## src/design/rv_core_pkg.sv

```systemverilog
// RV32I word-subset core definitions
// Widths, opcodes, funct3 codes and the ALU and writeback select types
package rv_core_pkg;

    localparam int XLEN       = 32;
    localparam int REG_ADDR_W = 5;

    // ADDI x0, x0, 0
    localparam logic [XLEN-1:0] NOP_INSTR = 32'h0000_0013;

    // Opcodes kept in the subset
    localparam logic [6:0] OPC_OP     = 7'b0110011;
    localparam logic [6:0] OPC_OP_IMM = 7'b0010011;
    localparam logic [6:0] OPC_LOAD   = 7'b0000011;
    localparam logic [6:0] OPC_STORE  = 7'b0100011;

    localparam logic [2:0] F3_ADD = 3'b000;  // Also SUB, told apart by funct7[5]
    localparam logic [2:0] F3_SLT = 3'b010;
    localparam logic [2:0] F3_XOR = 3'b100;
    localparam logic [2:0] F3_OR  = 3'b110;
    localparam logic [2:0] F3_AND = 3'b111;
    localparam logic [2:0] F3_LW  = 3'b010;  // SW uses the same code

    typedef enum logic [2:0] {
        ALU_ADD = 3'd0,
        ALU_SUB = 3'd1,
        ALU_AND = 3'd2,
        ALU_OR  = 3'd3,
        ALU_XOR = 3'd4,
        ALU_SLT = 3'd5
    } alu_op_t;

    typedef enum logic {
        WB_ALU = 1'b0,
        WB_MEM = 1'b1
    } wb_sel_t;

endpackage

```

## src/design/execute_stage.sv

```systemverilog
// Execute stage
// Forwarding, operand select, ALU and the EX/MEM register
`timescale 1ns/100ps

module execute_stage (
    input  logic                               clk,
    input  logic                               i_rst,
    input  logic                               i_en,
    input  logic [rv_core_pkg::REG_ADDR_W-1:0] i_ex_rs1_addr,
    input  logic [rv_core_pkg::REG_ADDR_W-1:0] i_ex_rs2_addr,
    input  logic [rv_core_pkg::XLEN-1:0]       i_ex_rs1_data,
    input  logic [rv_core_pkg::XLEN-1:0]       i_ex_rs2_data,
    input  logic [rv_core_pkg::XLEN-1:0]       i_ex_imm,
    input  logic [rv_core_pkg::REG_ADDR_W-1:0] i_ex_rd,
    input  logic                               i_ex_reg_we,
    input  logic                               i_ex_mem_we,
    input  logic                               i_ex_use_imm,
    input  rv_core_pkg::wb_sel_t               i_ex_wb_sel,
    input  rv_core_pkg::alu_op_t               i_ex_alu_op,
    input  logic [rv_core_pkg::REG_ADDR_W-1:0] i_wb_rd,
    input  logic                               i_wb_we,
    input  logic [rv_core_pkg::XLEN-1:0]       i_wb_data,
    output logic [rv_core_pkg::XLEN-1:0]       o_mem_alu,
    output logic [rv_core_pkg::XLEN-1:0]       o_mem_store_data,
    output logic [rv_core_pkg::REG_ADDR_W-1:0] o_mem_rd,
    output logic                               o_mem_reg_we,
    output logic                               o_mem_mem_we,
    output rv_core_pkg::wb_sel_t               o_mem_wb_sel
);

    logic                         mem_fwd_ok;
    logic                         mem_is_load;
    logic [rv_core_pkg::XLEN-1:0] src_a;
    logic [rv_core_pkg::XLEN-1:0] src_b;
    logic [rv_core_pkg::XLEN-1:0] alu_b;
    logic [rv_core_pkg::XLEN-1:0] alu_res;

    assign mem_is_load = o_mem_reg_we && o_mem_wb_sel == rv_core_pkg::WB_MEM;
    assign mem_fwd_ok  = o_mem_reg_we && !mem_is_load;  // Load data not ready yet

    // EX/MEM wins over writeback, being the younger result
    always_comb begin
        if (mem_fwd_ok && o_mem_rd == i_ex_rs1_addr)
            src_a = o_mem_alu;
        else if (i_wb_we && i_wb_rd == i_ex_rs1_addr)
            src_a = i_wb_data;
        else
            src_a = i_ex_rs1_data;

        if (mem_fwd_ok && o_mem_rd == i_ex_rs2_addr)
            src_b = o_mem_alu;
        else if (i_wb_we && i_wb_rd == i_ex_rs2_addr)
            src_b = i_wb_data;
        else
            src_b = i_ex_rs2_data;
    end

    assign alu_b = i_ex_use_imm ? i_ex_imm : src_b;

    always_comb begin
        case (i_ex_alu_op)
            rv_core_pkg::ALU_SUB: alu_res = src_a - alu_b;
            rv_core_pkg::ALU_AND: alu_res = src_a & alu_b;
            rv_core_pkg::ALU_OR:  alu_res = src_a | alu_b;
            rv_core_pkg::ALU_XOR: alu_res = src_a ^ alu_b;
            rv_core_pkg::ALU_SLT: alu_res = {31'd0, $signed(src_a) < $signed(alu_b)};
            default:              alu_res = src_a + alu_b;
        endcase
    end

    always_ff @(posedge clk) begin
        if (i_rst) begin
            o_mem_reg_we <= 1'b0;
            o_mem_mem_we <= 1'b0;
            o_mem_wb_sel <= rv_core_pkg::WB_ALU;
        end else if (i_en) begin
            o_mem_reg_we <= i_ex_reg_we;
            o_mem_mem_we <= i_ex_mem_we;
            o_mem_wb_sel <= i_ex_wb_sel;
        end
    end

    always_ff @(posedge clk) begin
        if (i_en) begin
            o_mem_alu        <= alu_res;
            o_mem_store_data <= src_b;  // Forwarded rs2
            o_mem_rd         <= i_ex_rd;
        end
    end

    // Decode's stall must keep a load's user out of EX for one cycle
    a_no_load_fwd: assert property (
        @(posedge clk) disable iff (i_rst)
        mem_is_load |-> (o_mem_rd != i_ex_rs1_addr && o_mem_rd != i_ex_rs2_addr)
    ) else $error("execute_stage: load result needed before it exists");

endmodule

```

## config.mk

```make
export PLATFORM = sky130hd
export DESIGN_NAME = execute_stage
export DESIGN_NICKNAME = d
export VERILOG_FILES = /design/src/design/rv_core_pkg.sv /design/src/design/execute_stage.sv
export SDC_FILE = /design/constraint.sdc
export NUM_CORES = 1
export LEC_CHECK = 0
export BUFFER_PORTS_ARGS = -buffer_cell sky130_fd_sc_hd__buf_2
export CORE_ASPECT_RATIO = 1.1
export CORE_MARGIN = 5
export CORE_UTILIZATION = 39
export CTS_CLUSTER_SIZE = 20
export DETAILED_ROUTE_END_ITERATION = 10
export PLACE_DENSITY = 0.68
export SYNTH_ARGS = -nofsm -noshare
export SYNTH_HDL_FRONTEND = slang
export SYNTH_SLANG_ARGS = --single-unit
```

## constraint.sdc

```tcl
create_clock -name clk -period 7.95 [get_ports clk]
set_input_delay 0.795 -clock clk [delete_from_list [all_inputs] [get_ports clk]]
set_output_delay 0.795 -clock clk [all_outputs]
set_load 0.05 [all_outputs]
```

==> results of run 1 <==
==> registers in the layout, indices dropped and copies added (netlist names) <==
register	cells
o_mem_alu	32
o_mem_reg_we	1
o_mem_rd	5
o_mem_mem_we	1
o_mem_store_data	32
o_mem_wb_sel	1
==> logic make-up (layout without fill, tap and decap cells) <==
group / after synthesis / after routing
other: 0 / 1
multiplexers: 105 / 105
AO/OA/AOI/OAI: 399 / 399
flip-flops: 72 / 72
buffers and inverters: 184 / 365
XOR/XNOR: 50 / 50
AND/OR/NAND/NOR: 308 / 308
adder cells (fa/ha/maj): 105 / 105
==> area by class of cell <==
class,instances,area share (%)
Multi-Input combinational cell,967,61.2
Sequential cell,72,18.5
Timing Repair Buffer,239,10.6
Inverter,110,3.60
Tap cell,315,3.42
Clock buffer,10,2.07
Clock inverter,6,0.630
Antenna cell,1,0.0217
==> Yosys cell counts, types with 5 or more instances <==
master / instances
o221ai_1: 10
o21bai_1: 8
nor2_1: 154
mux2i_1: 80
o31ai_1: 7
a22oi_1: 7
nor4_1: 10
clkbuf_1: 44
and3_1: 9
xnor2_1: 29
o21ai_1: 5
nand2_1: 59
a21oi_1: 150
mux2_2: 24
o22ai_1: 19
inv_1: 106
o21a_1: 5
o211ai_1: 16
nand3_1: 18
nor2b_1: 9
xor2_1: 21
buf_2: 20
a211oi_1: 15
o21ai_0: 43
edfxtp_1: 69
ha_1: 103
nor3_1: 16
nand2b_1: 6
a21o_1: 22
a31oi_1: 17
buf_1: 6
==> worst reg2reg max path, delay by kind of cell, from the launching register on <==
kind            cells  cell delay, ns
mux                 1            0.33
simple gates        4            0.81
xor+xnor            2            0.28
compound gates      7            1.90
fa+ha+maj           2            0.49
buf+inv             2            0.43
flops               1            0.46
==> power groups by stage <==
stage / Combinational (W) / Sequential (W) / Clock, W
floorplan: 0.000540 / 0.000618 / 0
global placement: 0.000896 / 0.000503 / 0
detailed placement: 0.000902 / 0.000503 / 0
CTS: 0.000908 / 0.000495 / 0.000452
global route: 0.000989 / 0.000499 / 0.000469
finish: 0.000925 / 0.000496 / 0.000448
==> worst paths after layout <==
| kind | startpoint | end | slack (ns) | cells past startpoint |
|---|---|---|---|---|
| max | i_ex_rs1_addr[2] | o_mem_alu[22]$_DFFE_PP_ | 2.52 | 19 |
| min reg2reg | o_mem_mem_we$_SDFFE_PP0P_ | o_mem_mem_we$_SDFFE_PP0P_ | 0.52 | 2 |
| max reg2reg | o_mem_rd[4]$_DFFE_PP_ | o_mem_alu[22]$_DFFE_PP_ | 2.96 | 18 |
| min | o_mem_mem_we$_SDFFE_PP0P_ | o_mem_mem_we$_SDFFE_PP0P_ | 0.52 | 2 |
==> per-layer routing <==
layer	GRT usage, %	vias up	wire length, um
li1	-	4793	-
met1	32.6	4776	15500
met2	38.0	543	16200
met3	3.52	87	3140
met4	8.42	0	1240
met5	0	-	0
==> through the flow <==
step / instances / setup slack [ns] / total power, W / utilization (%) / cell area (um^2)
5_1_grt: 1720 / 2.17 / 0.00196 / 45.9 / 11500
6_report: 1720 / 2.52 / 0.00187 / 45.9 / 11500
3_3_place_gp: 1703 / 2.25 / 0.00140 / 44.6 / 11200
2_1_floorplan: 1223 / 3.18 / 0.00116 / - / 9890
3_5_place_dp: 1703 / 2.18 / 0.00141 / 44.6 / 11200
4_1_cts: 1719 / 2.52 / 0.00185 / 45.9 / 11500
==> results.ini, run 1 <==
[status]
outcome = finished clean

[global_route]
grt_antenna_before_repair = 1
grt_pass1_vias = 9685
grt_first_pass_wirelength_mm = 54.5
grt_use_total_pct = 23.7
grt_max_degree = 73
gr-total-overflow = 0

[synth]
synth_simple_gate_area_share_pct = 14.1
synth_top_area_share_pct = 20.9
ys_ff_latch = 72
syn-cell-area_um2 = 9890
syn-num-nets = 1487
yosysWarnings = 0
synthAdderAreaFrac_pct = 13.4
synth_edf_count = 69
synth_area_per_cell_um2 = 8.09
ys.flop_type = edfxtp_1
yosys.area.top_type = edfxtp_1
synth_area_leaders = edfxtp_1, ha_1, mux2i_1, a21oi_1, nor2_1
ys_seq_area_share_pct = 21.6
syn_inst = 1223
synth_cell_types = 94
synth_compound_area_share_pct = 28.1
synth-xor-area-share_pct = 4.43
synthMuxAreaShare_pct = 10.9
synth_top_family_by_area = compound AO/OA/AOI/OAI gates
async_flop_share_pct = 0

[worst_setup_path]
cp-end-kind = register
crit_type = in -> reg
cp_max_fo = 24
critPathBufInv = 4
crit_required_ns = 8.01
critPathLaunchType = input port
worstPathCellList = buf_2, xor2_1, nor4_1, and3_2, buf_4, mux2i_1, a21oi_1, inv_1, ha_1, inv_1, fa_1, nor2b_2, o21ai_2, a32oi_4, a211oi_1, o21bai_1, a211oi_1, xnor2_1, o21ai_0
cp_top_family = compound AO/OA/AOI/OAI gates
critical_path.slowest_cell = and3_2
cpPeakStageDelay_ns = 0.78
arrival_ns = 5.49

[sta]
hold_viol = 0
fin_tns_setup_ns = 0
fin_crit_sh_pct = 68.3
hold_ws_ns = 0.519
tightestPinTransition_ns = 1.11
max_slew_margin_pct = 26.0
post-route-min-period_ns = 5.43
finalMaxSlewViolations = 0
rsz0062_at_grt = no
clock_skew_ns = 0.0112
setup_viol = 0
fmax_mhz = 184

[cts]
cts.repair.resized = 0
clk-insertion-delay-late_ns = 0.35
cts_max_level = 3
tritoncts = done
clk_pin_slew_ns = 0.07
cts_made_buffers = 9
postCtsSetupBuffers = 0
cts-root-buf = clkbuf_16
clockBufferDepth = 2
cts.sinks = 72
cts_hold_buf = 0

[pwr]
comb_power_share_pct = 49.5
clkPwrFrac_pct = 24.0
switchingPower_w = 0.000831
swShare_pct = 44.5
power_frac_seq_pct = 26.5
power.density_nw_per_um2 = 162
vdd_drop_max_mv = 0.101
intPower_w = 0.00104
power_leakage_nw = 5.06

[floorplanning]
coreArea_um2 = 25100
die_area_um2 = 28700
io_pins = 231
rows = 61
die_y_um = 177
fp.dieW_um = 162
initial_utilization_pct = 39.4

[layout]
layout_common_cells = buf_2, nor2_1, a21oi_1
fin_nets = 1663
multiInputGateArea_um2 = 7050
mostFrequentLayoutCell = buf_2
n_fill_cell = 2449
final-seq-area_um2 = 2130
area_growth_pct = 16.5
drive_gt1_share_pct = 23.4

[routing]
viasPerCell = 5.93
drc_errors = 0
wire_per_inst_um = 21.0
drtAntennaViolNets = 0
drt_iter0_markers = 934
routed_wl_mm = 36.1
vias = 10199
drtPass1Iterations = 5

[place]
port_buffers = 230
routabilityCongestion = 0.957
dp_hpwl_mm = 27.4

[min_path]
min_path_type = reg -> reg

[job]
max_cap_violations = 0

Note: power is estimated with default switching activity, not from simulation.
==> run 2, diff against run 1 <==
==> constraint.sdc (replaced) <==
create_clock -name clk -period 5 [get_ports clk]
set_input_delay 0.5 -clock clk [delete_from_list [all_inputs] [get_ports clk]]
set_output_delay 0.5 -clock clk [all_outputs]
set_load 0.05 [all_outputs]
==> run 2 against run 1 <==
Total power up 62%; clock-buffer cell count stayed put; via count up 2.1%; routed wire length is 3.4% higher; largest cell class unchanged; largest power group unchanged.
==> results.ini, run 2 (synthesized netlist as in run 1, its figures left out) <==
[status]
outcome = finished clean

[floorplanning]
die_y_um = 177  ; unchanged
coreArea_um2 = 25100  ; unchanged
rows = 61  ; unchanged
initial_utilization_pct = 39.4  ; unchanged
io_pins = 231  ; unchanged
die_area_um2 = 28700  ; unchanged
fp.dieW_um = 162  ; unchanged

[worst_setup_path]
crit_type = reg -> reg
cp_max_fo = 41  ; +71%
r2r_cells = 17  ; -1
rr_endpoint = o_mem_alu[26]$_DFFE_PP_
r2r-start = o_mem_rd[4]$_DFFE_PP_
arrival_ns = 4.92  ; -0.57 ns
cp-end-kind = register
regToRegSetupSlack_ns = 0.26  ; -2.70 ns
crit_required_ns = 5.18  ; -2.83 ns
critPathLaunchType = register

[min_path]
hold_depth = 1  ; -1
whs_endpoint = o_mem_rd[0]$_DFFE_PP_
hp-start = i_ex_rd[0]
min_path_type = in -> reg

[global_route]
grt_use_total_pct = 24.7  ; +1.0 points
grt_max_degree = 81  ; +11%
grt_first_pass_wirelength_mm = 56.4  ; +3.5%
grt_pass1_vias = 9900  ; +2.2%
grt_antenna_before_repair = 0  ; -1
gr-total-overflow = 0  ; unchanged

[layout]
fin_nets = 1708  ; +2.7%
largestRegisters = o_mem_alu x32, o_mem_store_data x32, o_mem_rd x5
layout_common_cells = buf_2, nor2_1, a21oi_1
mostFrequentLayoutCell = buf_2
area_growth_pct = 20.1
diodes = 0  ; -1
drive_gt1_share_pct = 25.9  ; +2.5 points

[cts]
tritoncts = done
cts_max_level = 3  ; unchanged
cts_made_buffers = 9  ; unchanged
clk-insertion-delay-late_ns = 0.35  ; about the same
cts.sinks = 72  ; unchanged
clk_pin_slew_ns = 0.07  ; about the same
cts-root-buf = clkbuf_16
postCtsSetupBuffers = 0  ; unchanged
clockBufferDepth = 2  ; unchanged

[pwr]
power.density_nw_per_um2 = 255  ; +58%
vdd_drop_max_mv = 0.171  ; +68%
switchingPower_w = 0.00134  ; +61%
comb_power_share_pct = 50.5  ; +1.0 points
swShare_pct = 44.1  ; -0.38 points
clkPwrFrac_pct = 23.4  ; -0.6 points
power_leakage_nw = 5.29  ; +4.4%
intPower_w = 0.00170  ; +63%
power_frac_seq_pct = 26.2  ; -0.3 points

[sta]
fin_tns_setup_ns = 0  ; unchanged
finalMaxSlewViolations = 0  ; unchanged
post-route-min-period_ns = 4.74
fin_crit_sh_pct = 94.8
hold_ws_ns = 0.320  ; -0.199 ns
hold_viol = 0  ; unchanged
clock_skew_ns = 0.0114  ; +0.000174 ns
tightestPinTransition_ns = 1.07  ; -0.0397 ns
fmax_mhz = 211
max_slew_margin_pct = 28.6  ; +2.7 points
setup_viol = 0  ; unchanged
rsz0062_at_grt = no

[routing]
drt_iter0_markers = 1080  ; +16%
vias = 10417  ; +2.1%
drtAntennaViolNets = 0  ; unchanged
wire_per_inst_um = 21.2  ; +0.84%
drc_errors = 0  ; unchanged
routed_wl_mm = 37.3  ; +3.4%
viasPerCell = 5.91  ; -0.41%
drtPass1Iterations = 7  ; +2

[place]
routabilityCongestion = 0.961  ; +0.37%
port_buffers = 230  ; unchanged
dp_hpwl_mm = 29.3  ; +6.9%

[job]
max_cap_violations = 0  ; unchanged

==> run 2: worst max path at each step <==
stage / start / endpoint / slack [ns] / cells after the start
2_1_floorplan: o_mem_rd[4]$_DFFE_PP_ / o_mem_alu[28]$_DFFE_PP_ / 0.51 / 17
3_3_place_gp: i_wb_rd[2] / o_mem_alu[30]$_DFFE_PP_ / 0.14 / 18
3_5_place_dp: i_wb_rd[2] / o_mem_alu[26]$_DFFE_PP_ / 0.06 / 19
4_1_cts: o_mem_rd[4]$_DFFE_PP_ / o_mem_alu[26]$_DFFE_PP_ / 0.35 / 17
5_1_grt: o_mem_rd[4]$_DFFE_PP_ / o_mem_alu[26]$_DFFE_PP_ / 0.05 / 17
6_report: o_mem_rd[4]$_DFFE_PP_ / o_mem_alu[26]$_DFFE_PP_ / 0.26 / 17
==> run 2: critical path: stages (launching register included) <==
cell and delay, ns:
edfxtp_1 0.45, xor2_1 0.19, nor4_1 0.33, nand3_2 0.25
buf_4 0.33, nor2_1 0.14, a21oi_1 0.07, mux2_2 0.28
ha_1 0.48, nor2b_1 0.09, o211ai_1 0.27, a31oi_2 0.19
a2111oi_4 0.40, buf_4 0.20, o41ai_4 0.07, a2111oi_2 0.42
a41oi_1 0.08, a32oi_1 0.29
==> run 2: repair_timing <==
action / 4_1_cts / 5_1_grt
setup endpoints to repair: 0 / 3
gates resized for setup: 0 / 3
hold buffers: 0 / 0
==> run 2: power groups by stage <==
stage               registers, W  logic (W)  clock network, W
floorplan               0.000982   0.000859                 0
global placement        0.000803    0.00149                 0
detailed placement      0.000804    0.00150                 0
CTS                     0.000791    0.00151          0.000716
global route            0.000798    0.00164          0.000736
finish                  0.000794    0.00153          0.000710
==> run 2: per-stage QoR <==
step           worst slack (ns)  utilization (%)  total power, W  cells  area (um^2)
5_1_grt                  0.0521             47.3         0.00317   1764        11900
3_5_place_dp             0.0638             46.0         0.00230   1748        11500
2_1_floorplan             0.510                -         0.00184   1223         9890
3_3_place_gp              0.143             46.0         0.00229   1748        11500
4_1_cts                   0.345             47.2         0.00301   1764        11900
6_report                  0.259             47.3         0.00303   1764        11900
==> run 2: final cells by class <==
cell class / instances / area [um^2]
inverters: 110 / 415
well taps: 315 / 394
clock buffers: 10 / 239
fillers: 2449 / 13200
multi-input cells: 967 / 7060
clock inverters: 6 / 75.1
flip-flops and latches: 72 / 2130
repair buffers: 284 / 1560
==> run 2: per-layer routing <==
layer | GRT usage (%) | vias up | routed length, um
li1 | - | 4884 | -
met1 | 33.6 | 4864 | 15800
met2 | 39.8 | 582 | 16700
met3 | 3.47 | 87 | 3340
met4 | 9.62 | 0 | 1530
met5 | 0 | - | 0
